--- src/source/frogger_cfg.svh ---
// road scene configuration
// screen geometry, lane layout, hud placement and timer length
`ifndef FROGGER_CFG_SVH
`define FROGGER_CFG_SVH

// visible screen
`define SCREEN_W 640
`define COORD_W 10

// frog box
`define FROG_W 17
`define FROG_H 16

//**************************************************
// traffic lanes
//**************************************************
// lane 0 fire trucks moving left
`define FIRETRUCK_Y 342
`define FIRETRUCK_W 25
`define FIRETRUCK_H 16
`define FIRETRUCK_LEFT 1'b1
`define FIRETRUCK_X0 440
`define FIRETRUCK_X1 400
`define FIRETRUCK_X2 280
`define FIRETRUCK_X3 200
`define FIRETRUCK_X4 100

// lane 1 buses moving right
`define BUS_Y 323
`define BUS_W 19
`define BUS_H 14
`define BUS_LEFT 1'b0
`define BUS_X0 440
`define BUS_X1 400
`define BUS_X2 300
`define BUS_X3 180
`define BUS_X4 60

// lane 2 motorcycles moving left
`define MOTO_Y 302
`define MOTO_W 23
`define MOTO_H 16
`define MOTO_LEFT 1'b1
`define MOTO_X0 440
`define MOTO_X1 400
`define MOTO_X2 300
`define MOTO_X3 250
`define MOTO_X4 120

// lane 3 police cars moving right
`define POLICE_Y 284
`define POLICE_W 28
`define POLICE_H 12
`define POLICE_LEFT 1'b0
`define POLICE_X0 440
`define POLICE_X1 60
`define POLICE_X2 380
`define POLICE_X3 600
`define POLICE_X4 560

// lane 4 trucks moving left
`define TRUCK_Y 263
`define TRUCK_W 25
`define TRUCK_H 14
`define TRUCK_LEFT 1'b1
`define TRUCK_X0 440
`define TRUCK_X1 380
`define TRUCK_X2 300
`define TRUCK_X3 150
`define TRUCK_X4 90

//**************************************************
// hud
//**************************************************
// time bar, width in pixels and ticks per pixel
`define BAR_X 430
`define BAR_Y 400
`define BAR_H 15
`define BAR_MAX 160
`define BAR_DIV 4

// life hearts
`define HEART_Y 400
`define HEART_X0 100
`define HEART_STEP 20
`define HEART_W 14
`define HEART_H 12

// purple dividers, rows inclusive
`define DIV0_TOP 240
`define DIV0_BOT 260
`define DIV1_TOP 360
`define DIV1_BOT 380

// water fills every row above this one
`define WATER_END 240

`endif

--- src/source/froggerPkg.sv ---
// shared types of the road scene
// screen coordinate and palette indices
`include "frogger_cfg.svh"

package froggerPkg;

	// pixel, frog and vehicle coordinates
	typedef logic [`COORD_W-1:0] coord_t;

	//**************************************************
	// palette
	//**************************************************
	// index into the display colour table
	// gaps belong to colours the road scene never draws
	typedef enum logic [5:0]
	{
		colWhite      = 6'd0,
		colGreen      = 6'd2,
		colRed        = 6'd3,
		colLightBlue  = 6'd4,
		colYellow     = 6'd5,
		colOrange     = 6'd7,
		colBrown      = 6'd8,
		colPurple     = 6'd9,
		colDarkBlue   = 6'd10,
		colLightGreen = 6'd12,
		colDarkGrey   = 6'd13
	} colorCode_t;

endpackage

--- src/source/trafficLane.sv ---
// one traffic lane of five vehicles
// every vehicle moves one pixel per tick and wraps at the screen edge
// flags whether the draw point or the frog anchor lies on a vehicle
`timescale 1ns/1ps
`include "frogger_cfg.svh"

module trafficLane
	import froggerPkg::*;
#(
	parameter coord_t laneY   = 0,
	parameter coord_t spriteW = 1,
	parameter coord_t spriteH = 1,
	parameter bit     moveLeft = 1'b1,
	parameter coord_t start0  = 0,
	parameter coord_t start1  = 0,
	parameter coord_t start2  = 0,
	parameter coord_t start3  = 0,
	parameter coord_t start4  = 0
)
(
	input  logic   clk_4Hz,
	input  logic   arstN,
	input  coord_t drawX,
	input  coord_t drawY,
	input  coord_t frogX,
	input  coord_t frogY,
	output logic   drawHit,
	output logic   frogHit
);

	localparam int numVeh = 5;
	localparam coord_t startPos [numVeh] = '{start0, start1, start2, start3, start4};

	coord_t vehX [numVeh];
	logic [numVeh-1:0] drawHitVec;
	logic [numVeh-1:0] frogHitVec;

	// point inside the box of a vehicle whose left edge is at bx
	function automatic logic inVehicle(input coord_t px, input coord_t py, input coord_t bx);
		return (px >= bx) && (px < bx + spriteW) && (py >= laneY) && (py < laneY + spriteH);
	endfunction

	// next position in the lane direction
	function automatic coord_t stepPos(input coord_t x);
		if (moveLeft)
			return (x == '0) ? coord_t'(`SCREEN_W) : x - 1'b1;
		else
			return (x == coord_t'(`SCREEN_W)) ? '0 : x + 1'b1;
	endfunction

	//**************************************************
	// vehicle movement
	//**************************************************
	always_ff @(posedge clk_4Hz or negedge arstN)
	begin
		if (!arstN)
		begin
			for (int i = 0; i < numVeh; i++)
				vehX[i] <= startPos[i];
		end
		else
		begin
			for (int i = 0; i < numVeh; i++)
				vehX[i] <= stepPos(vehX[i]);
		end
	end

	//**************************************************
	// hit tests
	//**************************************************
	always_comb
	begin
		for (int i = 0; i < numVeh; i++)
		begin
			drawHitVec[i] = inVehicle(drawX, drawY, vehX[i]);
			frogHitVec[i] = inVehicle(frogX, frogY, vehX[i]);
		end
	end

	assign drawHit = |drawHitVec;
	assign frogHit = |frogHitVec;

	// wrap keeps every vehicle between 0 and the right screen edge
	for (genvar g = 0; g < numVeh; g++)
	begin : genBound
		assert property (@(posedge clk_4Hz) disable iff (!arstN)
			vehX[g] <= coord_t'(`SCREEN_W))
		else
			$error("vehicle %0d left the screen range at x=%0d", g, vehX[g]);
	end

endmodule

--- src/source/timeBar.sv ---
// time bar countdown
// width shrinks one pixel every BAR_DIV ticks and refills after zero
`timescale 1ns/1ps
`include "frogger_cfg.svh"

module timeBar
	import froggerPkg::*;
(
	input  logic   clk_4Hz,
	input  logic   arstN,
	input  coord_t drawX,
	input  coord_t drawY,
	output logic   barHit
);

	localparam int divW   = $clog2(`BAR_DIV);
	localparam int widthW = $clog2(`BAR_MAX + 1);

	logic [divW-1:0]   divCnt;
	logic [widthW-1:0] barWidth;

	// tick divider and width counter
	always_ff @(posedge clk_4Hz or negedge arstN)
	begin
		if (!arstN)
		begin
			divCnt   <= '0;
			barWidth <= widthW'(`BAR_MAX);
		end
		else if (divCnt == divW'(`BAR_DIV - 1))
		begin
			divCnt <= '0;
			// refill once the bar has run out
			barWidth <= (barWidth == '0) ? widthW'(`BAR_MAX) : barWidth - 1'b1;
		end
		else
		begin
			divCnt <= divCnt + 1'b1;
		end
	end

	// bar grows rightwards from BAR_X
	assign barHit = (drawX >= `BAR_X) && (drawX < `BAR_X + barWidth) &&
		(drawY >= `BAR_Y) && (drawY < `BAR_Y + `BAR_H);

	assert property (@(posedge clk_4Hz) disable iff (!arstN)
		barWidth <= widthW'(`BAR_MAX))
	else
		$error("time bar width %0d above maximum", barWidth);

endmodule

--- src/source/hudOverlay.sv ---
// static hud shapes
// life hearts, the two purple dividers and the water band
`timescale 1ns/1ps
`include "frogger_cfg.svh"

module hudOverlay
	import froggerPkg::*;
(
	input  coord_t     drawX,
	input  coord_t     drawY,
	input  logic [2:0] lives,
	output logic       heartHit,
	output logic       lineHit,
	output logic       waterHit
);

	localparam int numHearts = 3;

	logic [numHearts-1:0] heartVec;

	//**************************************************
	// hearts
	//**************************************************
	// heart k shows for lives k+1 up to 3
	// larger lives values draw nothing
	for (genvar k = 0; k < numHearts; k++)
	begin : genHeart
		localparam coord_t heartX = coord_t'(`HEART_X0 + k * `HEART_STEP);

		assign heartVec[k] = (lives > k) && (lives <= 3'd3) &&
			(drawX >= heartX) && (drawX < heartX + `HEART_W) &&
			(drawY >= `HEART_Y) && (drawY < `HEART_Y + `HEART_H);
	end

	assign heartHit = |heartVec;

	//**************************************************
	// background bands
	//**************************************************
	// divider rows are inclusive at both ends
	assign lineHit = ((drawY >= `DIV0_TOP) && (drawY <= `DIV0_BOT)) ||
		((drawY >= `DIV1_TOP) && (drawY <= `DIV1_BOT));

	// water covers the top part of the screen
	assign waterHit = drawY < `WATER_END;

endmodule

--- src/source/sceneMixer.sv ---
// pixel colour selection and collision flag
// frog on top, then lanes in order, then hud shapes and background
// collision registers whether the frog anchor sits on any vehicle
`timescale 1ns/1ps
`include "frogger_cfg.svh"

module sceneMixer
	import froggerPkg::*;
(
	input  logic       clk_4Hz,
	input  logic       arstN,
	input  coord_t     frogX,
	input  coord_t     frogY,
	input  coord_t     drawX,
	input  coord_t     drawY,
	input  logic [4:0] laneDrawHit,
	input  logic [4:0] laneFrogHit,
	input  logic       barHit,
	input  logic       heartHit,
	input  logic       lineHit,
	input  logic       waterHit,
	output colorCode_t colorCode,
	output logic       collision
);

	// one colour per lane, lane 0 first
	localparam colorCode_t laneColor [5] = '{colRed, colYellow, colOrange, colDarkBlue, colBrown};

	logic frogBox;

	assign frogBox = (drawX >= frogX) && (drawX < frogX + `FROG_W) &&
		(drawY >= frogY) && (drawY < frogY + `FROG_H);

	//**************************************************
	// colour priority
	//**************************************************
	always_comb
	begin
		colorCode = colDarkGrey;
		if (frogBox)
			colorCode = colLightGreen;
		else if (|laneDrawHit)
		begin
			// walk down so the lowest lane index wins
			for (int i = 4; i >= 0; i--)
			begin
				if (laneDrawHit[i])
					colorCode = laneColor[i];
			end
		end
		else if (lineHit)
			colorCode = colPurple;
		else if (barHit)
			colorCode = colGreen;
		else if (heartHit)
			colorCode = colRed;
		else if (waterHit)
			colorCode = colLightBlue;
	end

	//**************************************************
	// collision
	//**************************************************
	always_ff @(posedge clk_4Hz or negedge arstN)
	begin
		if (!arstN)
			collision <= 1'b0;
		else
			collision <= |laneFrogHit;
	end

	// lane positions and frog inputs must all be known once running
	assert property (@(posedge clk_4Hz) disable iff (!arstN)
		!$isunknown(collision))
	else
		$error("collision flag unknown");

endmodule

--- src/source/frogScene.sv ---
// road scene top level
// five traffic lanes, time bar and hud feeding the colour mixer
`timescale 1ns/1ps
`include "frogger_cfg.svh"

module frogScene
	import froggerPkg::*;
(
	input  logic       clk_4Hz,
	input  logic       arstN,
	input  coord_t     frogX,
	input  coord_t     frogY,
	input  coord_t     drawX,
	input  coord_t     drawY,
	input  logic [2:0] lives,
	output colorCode_t colorCode,
	output logic       collision
);

	logic [4:0] laneDrawHit;
	logic [4:0] laneFrogHit;
	logic barHit;
	logic heartHit;
	logic lineHit;
	logic waterHit;

	//**************************************************
	// traffic lanes, bit index is the lane priority
	//**************************************************
	trafficLane #(
		.laneY(`FIRETRUCK_Y), .spriteW(`FIRETRUCK_W), .spriteH(`FIRETRUCK_H),
		.moveLeft(`FIRETRUCK_LEFT),
		.start0(`FIRETRUCK_X0), .start1(`FIRETRUCK_X1), .start2(`FIRETRUCK_X2),
		.start3(`FIRETRUCK_X3), .start4(`FIRETRUCK_X4)
	) i_fireLane (
		.clk_4Hz, .arstN, .drawX, .drawY, .frogX, .frogY,
		.drawHit(laneDrawHit[0]), .frogHit(laneFrogHit[0])
	);

	trafficLane #(
		.laneY(`BUS_Y), .spriteW(`BUS_W), .spriteH(`BUS_H), .moveLeft(`BUS_LEFT),
		.start0(`BUS_X0), .start1(`BUS_X1), .start2(`BUS_X2),
		.start3(`BUS_X3), .start4(`BUS_X4)
	) i_busLane (
		.clk_4Hz, .arstN, .drawX, .drawY, .frogX, .frogY,
		.drawHit(laneDrawHit[1]), .frogHit(laneFrogHit[1])
	);

	trafficLane #(
		.laneY(`MOTO_Y), .spriteW(`MOTO_W), .spriteH(`MOTO_H), .moveLeft(`MOTO_LEFT),
		.start0(`MOTO_X0), .start1(`MOTO_X1), .start2(`MOTO_X2),
		.start3(`MOTO_X3), .start4(`MOTO_X4)
	) i_motoLane (
		.clk_4Hz, .arstN, .drawX, .drawY, .frogX, .frogY,
		.drawHit(laneDrawHit[2]), .frogHit(laneFrogHit[2])
	);

	trafficLane #(
		.laneY(`POLICE_Y), .spriteW(`POLICE_W), .spriteH(`POLICE_H),
		.moveLeft(`POLICE_LEFT),
		.start0(`POLICE_X0), .start1(`POLICE_X1), .start2(`POLICE_X2),
		.start3(`POLICE_X3), .start4(`POLICE_X4)
	) i_policeLane (
		.clk_4Hz, .arstN, .drawX, .drawY, .frogX, .frogY,
		.drawHit(laneDrawHit[3]), .frogHit(laneFrogHit[3])
	);

	trafficLane #(
		.laneY(`TRUCK_Y), .spriteW(`TRUCK_W), .spriteH(`TRUCK_H), .moveLeft(`TRUCK_LEFT),
		.start0(`TRUCK_X0), .start1(`TRUCK_X1), .start2(`TRUCK_X2),
		.start3(`TRUCK_X3), .start4(`TRUCK_X4)
	) i_truckLane (
		.clk_4Hz, .arstN, .drawX, .drawY, .frogX, .frogY,
		.drawHit(laneDrawHit[4]), .frogHit(laneFrogHit[4])
	);

	//**************************************************
	// hud and mixer
	//**************************************************
	timeBar i_timeBar (.clk_4Hz, .arstN, .drawX, .drawY, .barHit);

	hudOverlay i_hudOverlay (.drawX, .drawY, .lives, .heartHit, .lineHit, .waterHit);

	sceneMixer i_sceneMixer (
		.clk_4Hz, .arstN, .frogX, .frogY, .drawX, .drawY,
		.laneDrawHit, .laneFrogHit,
		.barHit, .heartHit, .lineHit, .waterHit,
		.colorCode, .collision
	);

endmodule

--- config.mk ---
export PLATFORM = sky130hd
export DESIGN_NAME = frogScene
export DESIGN_NICKNAME = d
export VERILOG_FILES = /design/src/source/froggerPkg.sv /design/src/source/trafficLane.sv /design/src/source/timeBar.sv /design/src/source/hudOverlay.sv /design/src/source/sceneMixer.sv /design/src/source/frogScene.sv
export VERILOG_INCLUDE_DIRS = /design/src /design/src/source
export SDC_FILE = /design/constraint.sdc
export NUM_CORES = 2
export LEC_CHECK = 0
export BUFFER_PORTS_ARGS = -buffer_cell sky130_fd_sc_hd__buf_2
export CAP_MARGIN = 5
export CORE_MARGIN = 3
export CORE_UTILIZATION = 30
export DETAILED_ROUTE_END_ITERATION = 10
export HOLD_SLACK_MARGIN = 0.1
export PLACE_DENSITY_LB_ADDON = 0.15
export SETUP_SLACK_MARGIN = 0.05
export SKIP_CTS_REPAIR_TIMING = 1
export SYNTH_ARGS = -nofsm -noshare
export SYNTH_HDL_FRONTEND = slang
export SYNTH_SLANG_ARGS = --single-unit
--- constraint.sdc ---
create_clock -name clk_4Hz -period 14.3 [get_ports clk_4Hz]
set_input_delay 2.86 -clock clk_4Hz [delete_from_list [all_inputs] [get_ports clk_4Hz]]
set_output_delay 2.86 -clock clk_4Hz [all_outputs]
set_load 0.05 [all_outputs]
* After elaboration in Yosys (flattened, before gate mapping)
Cells that the tools add are included.
** Operators by class
- Add/sub/neg operators :: 55
- $lt $le $gt $ge :: 144
- Equality and inequality tests :: 11
- Muxes and demuxes :: 38
- Reductions and logical operators :: 198
** Operator list (number)
- 10-bit greater-or-equal comparator :: 52
- 10-bit less-than comparator :: 50
- 10-bit by 5-bit adder with 10-bit output (second input constant) :: 25
- 10-bit 2-to-1 mux :: 25
- 1-bit logical AND :: 173
- 10-bit zero test :: 15
- 10-bit by 1-bit subtractor with 10-bit output (second input constant) :: 15
- 10-bit by 9-bit greater-or-equal comparator with 1-bit output (second input constant) :: 13
- 10-bit by 9-bit less-than comparator with 1-bit output (second input constant) :: 12
- 10-bit by 1-bit adder with 10-bit output (second input constant) :: 10
- 10-bit == test (second input constant) :: 10
- 10-bit by 32-bit less-than comparator with 1-bit output :: 3
- 25-bit OR reduction :: 2
- 10-bit by 8-bit less-than comparator with 1-bit output (second input constant) :: 3
- 6-bit 2-to-1 mux :: 5
- 5-bit OR reduction :: 5
- 10-bit by 5-bit adder with 11-bit output (second input constant) :: 2
- 10-bit by 7-bit greater-or-equal comparator with 1-bit output (second input constant) :: 2
- 10-bit by 8-bit greater-or-equal comparator with 1-bit output (second input constant) :: 2
- 10-bit by 9-bit <= comparator with 1-bit output (second input constant) :: 2
- 4-bit 2-to-1 mux :: 4
- 9-bit by 8-bit adder with 10-bit output (first input constant) :: 1
- 10-bit by 7-bit less-than comparator with 1-bit output (second input constant) :: 1
- 8-bit zero test :: 1
- 11 further kinds :: 13
** Word-level totals
- Register bits after elaboration :: 261
- Bits of input ports :: 45

* Logic depth before layout (Yosys ltp)
- Depth in word-level cells :: 13
- Gate-level depth with buffers :: 17

* Hierarchy
Synthesis repeated with hierarchy kept, for this count alone.
** Unflattened totals
- Cell total of the unflattened synthesis :: 4368
- Area, all modules :: 37518.5 um^2
** Modules (own cells, without submodules)
- trafficLane (i_truckLane) :: instances 1, cells an instance 900, area each 7420.9 um^2, seq. area each 1280.0 um^2
- trafficLane (i_fireLane) :: instances 1, cells an instance 855, area each 7154.4 um^2, seq. area each 1272.5 um^2
- trafficLane (i_busLane) :: instances 1, cells an instance 780, area each 7024.2 um^2, seq. area each 1276.2 um^2
- trafficLane (i_motoLane) :: instances 1, cells an instance 789, area each 6879.1 um^2, seq. area each 1278.7 um^2
- trafficLane (i_policeLane) :: instances 1, cells an instance 754, area each 6734.0 um^2, seq. area each 1278.7 um^2
- sceneMixer :: instances 1, cells an instance 162, area each 1228.7 um^2, seq. area each 25.0 um^2
- timeBar :: instances 1, cells an instance 94, area each 860.8 um^2, seq. area each 252.7 um^2
- hudOverlay :: instances 1, cells an instance 34, area each 216.5 um^2, seq. area each 0.0 um^2

* Worst setup path before layout
Ideal clock, no wire load.
- Kind :: input-to-output
- From :: in drawX[0]
- To :: out colorCode[2]
- Arrival time :: 7251 ps
- Required time :: 11440 ps
- Path slack :: 4189 ps
- Stages on the path :: 12
- Path buffers :: 0
- Path through :: inv_1 ha_1 nand2b_1 a31oi_1 o21ai_0 a2111oi_0 o21a_1 nor4_1 a311o_1 o311a_1 a2111o_1 o311ai_1
** On the way
- Word-level cells in the longest chain between the ends :: 12
- Elaborated cells on any way between the ends :: 170
- Classes of those cells :: 60 x order compare; 10 x mux; 100 x reduce/logical
** RTL lines
- from (decl) :: RTL line frogScene.sv:13 : input coord_t drawX,
- 10-bit greater-or-equal comparator / 10-bit less-than comparator (equally long branches) :: RTL line trafficLane.sv:40 : return (px >= bx) && (px < bx + spriteW) && (py >= laneY) && (py < laneY + spriteH);
- 1-bit logical AND (3 in a row) :: RTL line trafficLane.sv:40
- 5-bit OR reduction :: RTL line trafficLane.sv:80 : assign drawHit = |drawHitVec;
- 3-bit 2-to-1 mux (2 in a row) :: RTL line sceneMixer.sv:47 : if (laneDrawHit[i])
- 4-bit 2-to-1 mux (3 in a row) :: RTL line sceneMixer.sv:47
- 6-bit 2-to-1 mux :: RTL line sceneMixer.sv:42 : else if (|laneDrawHit)
- 6-bit 2-to-1 mux (*) :: RTL line sceneMixer.sv:40 : if (frogBox)
- to (decl) :: RTL line frogScene.sv:16 : output colorCode_t colorCode,
Every way passes the cells marked *; elsewhere a longest branch is shown, timed or not.

* Worst setup path after layout
- From :: in drawX[1]
- To :: out colorCode[2]
Same word-level chain as after synthesis.

==> results.toml <==
[outcome]
run_status = "finished clean"

[worst_hold_path]
min_path_type = "reg -> reg"

[floorplan]
core_area_sq_um = 119000
top_level_pins = 52
die_y_microns = 354
fp-row-count = 126
floorplan.die.width_microns = 354
initial_core_utilization_pct = 30.5
dieArea_sq_um = 125000

[pwr]
power.density_cell_area_nw_per_um2 = 57.4
part_of_the_power_in_registers_pct = 32.2
relative_contribution_of_the_clock_network_to_total_power_pct = 48.1
leakage_nw = 17.5
cellInternalPower_w = 0.00159
power.share.switching_pct = 31.2
irDropWorstVdd_v = 0.0000706
p_switching_w = 0.000718
proportion_of_power_drawn_by_combinational_gates_pct = 19.7

[timing]
report.final.slew_viol_count = 0
min_period_over_period_pct = 74.8
clock.fmax_mhz = 93.5
final_count_of_hold_timing_violations = 0
setup_viol = 0
rsz0062_at_grt = "false"
tns_ps = 0
worst_setup_skew_after_layout_ps = 17.2
fin_ws_ps = 3610
max_slew_margin_pct = 18.1
worst_tran_pin_value_ps = 1230
period_needed_ps = 10690

[detailed_routing]
viasPerCell = 5.17
wl_per_cell_microns = 19.6
route.vias.total = 30543
finalWirelength_microns = 116000
final_antenna_violating_net_count = 0
drt_first_iter_violations = 1574
dr.pass1.iters = 7
remaining_drc_errors = 0

[setup_path]
timing.critical_path.fanout_max = 37
max_stage_delay_ps = 960
crit_slowest_cell = "sky130_fd_sc_hd__a2111oi_0"
setup.worst_path.end_class = "output pin"
worst-endpoint-required_ps = 11440
cp_cell_sequence = "buf_4, buf_4, ha_1, nor2b_1, o311a_1, o22a_1, maj3_1, maj3_1, a2111oi_0, a311o_1, o311a_1, a2111o_1, o311ai_1, buf_2"
crit_arrival_ps = 7830
crit_type = "in -> out"
critical_path.startpoint_type = "primary input"

[clock_network]
clkSinkCount = 261
insertion_delay_ps = 620
number_of_h_tree_levels = 2
clk_transition_reported_paths_ps = 50
clockRootBuffer = "sky130_fd_sc_hd__clkbuf_16"
cts.path.max_buffers = 3
tritoncts.num_buffers = 41
tritoncts = "built"

[global_route]
grt_use_total_pct = 18.3
antenna_violations_before_repair = 10
grt_max_degree = 136
global_route.overflow_total = 0
global_route_wire_length_before_repair_microns = 181000
grt_pass1_vias = 30213

[synthesis]
synth.area.mux_share_pct = 0.0828
post_synth.cell_area_avg_sq_um = 8.64
synth_cell_area_sq_um = 36300
most_used_flip_flop_cell_after_synthesis = "sky130_fd_sc_hd__dfrtp_1"
yosysWarnings = 0
syn_inst = 4200
synthSimpleGateAreaFrac_pct = 14.6
synth_top_family_by_area = "adder cells"
synth_seq_cells = 261
synth_area_leaders = "sky130_fd_sc_hd__ha_1 35%, sky130_fd_sc_hd__dfrtp_1 11%, sky130_fd_sc_hd__dfstp_2 7.7%, sky130_fd_sc_hd__xnor2_1 7.3%, sky130_fd_sc_hd__a21oi_1 4.2%"
synth_edf_count = 0
synth_area_leader_cell = "sky130_fd_sc_hd__ha_1"
async_flop_share_pct = 100
synth_cell_type_count = 80
synth_top_cell_area_share_pct = 35.0
synth_sequential_area_ratio_pct = 18.4
yosys.area_share.xor_xnor_pct = 7.72
adder_cell_area_share_of_the_yosys_netlist_pct = 35.8
synth_compound_area_share_pct = 19.4

[layout]
most-common-layout-cells = "1016 x sky130_fd_sc_hd__ha_1, 316 x sky130_fd_sc_hd__inv_1, 308 x sky130_fd_sc_hd__a21oi_1"
drive_above_1_share_pct = 6.79
number_of_cells_in_the_finished_layout_apart_from_fillers = 5904
area.growth.synth_to_final_pct = 10.6
layout.core_utilization_pct = 33.7
most_common_cell_after_layout_fill_and_taps_aside = "sky130_fd_sc_hd__ha_1"
layout.nets = 5331

[placement]
place.detailed.instances = 5827
dp_slack_ps = 3580
numPortBuffers = 49
dpl.hpwl_microns = 85300
globalplace.congestion = 0.825

[run]
cap_violations = 0
-- power groups by stage --
stage | sequential [W] | combinational (W) | clock [W]
finish | 0.000741 | 0.000454 | 0.00111
global route | 0.000740 | 0.000520 | 0.00119
CTS | 0.000741 | 0.000461 | 0.00116
detailed placement | 0.000753 | 0.000458 | 0
global placement | 0.000753 | 0.000453 | 0
floorplan | 0.000753 | 0.000249 | 0
-- worst paths after layout --
path | start | endpoint | slack, ps | cells past startpoint
worst min-delay path | i_timeBar.divCnt[0] | i_timeBar.divCnt[0] | 420 | 1
worst min register to register | i_timeBar.divCnt[0] | i_timeBar.divCnt[0] | 420 | 1
worst max-delay path | drawX[1] | colorCode[2] | 3610 | 14
min in group asynchronous | arstN | i_motoLane.vehX[0] | 2220 | 1
worst max register to register | i_fireLane.vehX[33] | i_sceneMixer.collision | 10080 | 13
max in group asynchronous | arstN | i_truckLane.vehX[10] | 10730 | 2
-- per-stage QoR --
step	area, sq um	hold WS [ps]	power (W)
after global routing	40100	443	0.00245
after floorplan	36300	403	0.00100
final	40100	424	0.00230
after detailed placement	38700	419	0.00121
after global placement	38700	416	0.00121
after CTS	40100	428	0.00236
-- flip-flops by register name (all words and copies together), names as in the netlist --
name and cells:
i_timeBar.divCnt 2, i_truckLane.vehX 50, i_sceneMixer.collision 1, i_busLane.vehX 50
i_motoLane.vehX 50, i_fireLane.vehX 50, i_timeBar.barWidth 8, i_policeLane.vehX 50
-- kinds of logic (layout without fill, tap and decap cells) --
family	count (synthesis)	count (layout)
buf+inv	387	489
simple gates	1086	1086
compound gates	1104	1104
xor+xnor	314	314
fa+ha+maj	1044	1044
other cells	1	3
flops	261	261
mux	3	3
-- worst max-delay path, delay by kind of cell --
kind / cells / cell delay (ps)
adder cells (fa/ha/maj): 3 / 1050
buffers and inverters: 3 / 1270
AND/OR/NAND/NOR: 1 / 130
AO/OA/AOI/OAI: 7 / 2450
-- synth_stat cells (13+ instances only) --
master,number
sky130_fd_sc_hd__maj3_1,28
sky130_fd_sc_hd__o2111ai_1,28
sky130_fd_sc_hd__o221ai_1,13
sky130_fd_sc_hd__inv_1,318
sky130_fd_sc_hd__ha_1,1016
sky130_fd_sc_hd__clkbuf_1,55
sky130_fd_sc_hd__nor2_1,269
sky130_fd_sc_hd__nor2b_1,64
sky130_fd_sc_hd__o21ai_0,278
sky130_fd_sc_hd__a211o_1,19
sky130_fd_sc_hd__nand4_1,48
sky130_fd_sc_hd__a2111oi_0,36
sky130_fd_sc_hd__dfstp_2,106
sky130_fd_sc_hd__nand2_1,223
sky130_fd_sc_hd__a21boi_0,31
sky130_fd_sc_hd__a31oi_1,35
sky130_fd_sc_hd__nand2b_1,77
sky130_fd_sc_hd__dfrtp_1,155
sky130_fd_sc_hd__o211ai_1,53
sky130_fd_sc_hd__nor3_1,138
sky130_fd_sc_hd__a21oi_1,308
sky130_fd_sc_hd__a221oi_1,14
sky130_fd_sc_hd__nor4_1,49
sky130_fd_sc_hd__or3_1,39
sky130_fd_sc_hd__xnor2_1,303
sky130_fd_sc_hd__a21o_1,57
sky130_fd_sc_hd__o21a_1,95
sky130_fd_sc_hd__a211oi_1,39
sky130_fd_sc_hd__nand3_1,126
-- area by class of cell --
class,count,area [sq um]
diodes,1,2.50
clock buffers,56,1160
clock inverters,20,287
fillers,12434,78900
inverters,324,1220
multi-input cells,3553,28200
flip-flops and latches,261,6660
well taps,1600,2000
repair buffers,89,626
-- layer usage --
| metal | track usage, % | wire (microns) | vias up | part of all wire [%] |
|---|---|---|---|---|
| met4 | 4.64 | 2850 | 2 | 2.5 |
| met5 | 0 | 9 | - | 0.0078 |
| met1 | 25.5 | 57500 | 14445 | 50 |
| li1 | - | - | 15637 | - |
| met2 | 29.6 | 51500 | 347 | 45 |
| met3 | 2.64 | 3830 | 112 | 3.3 |
(Power assumes the default switching activity.)
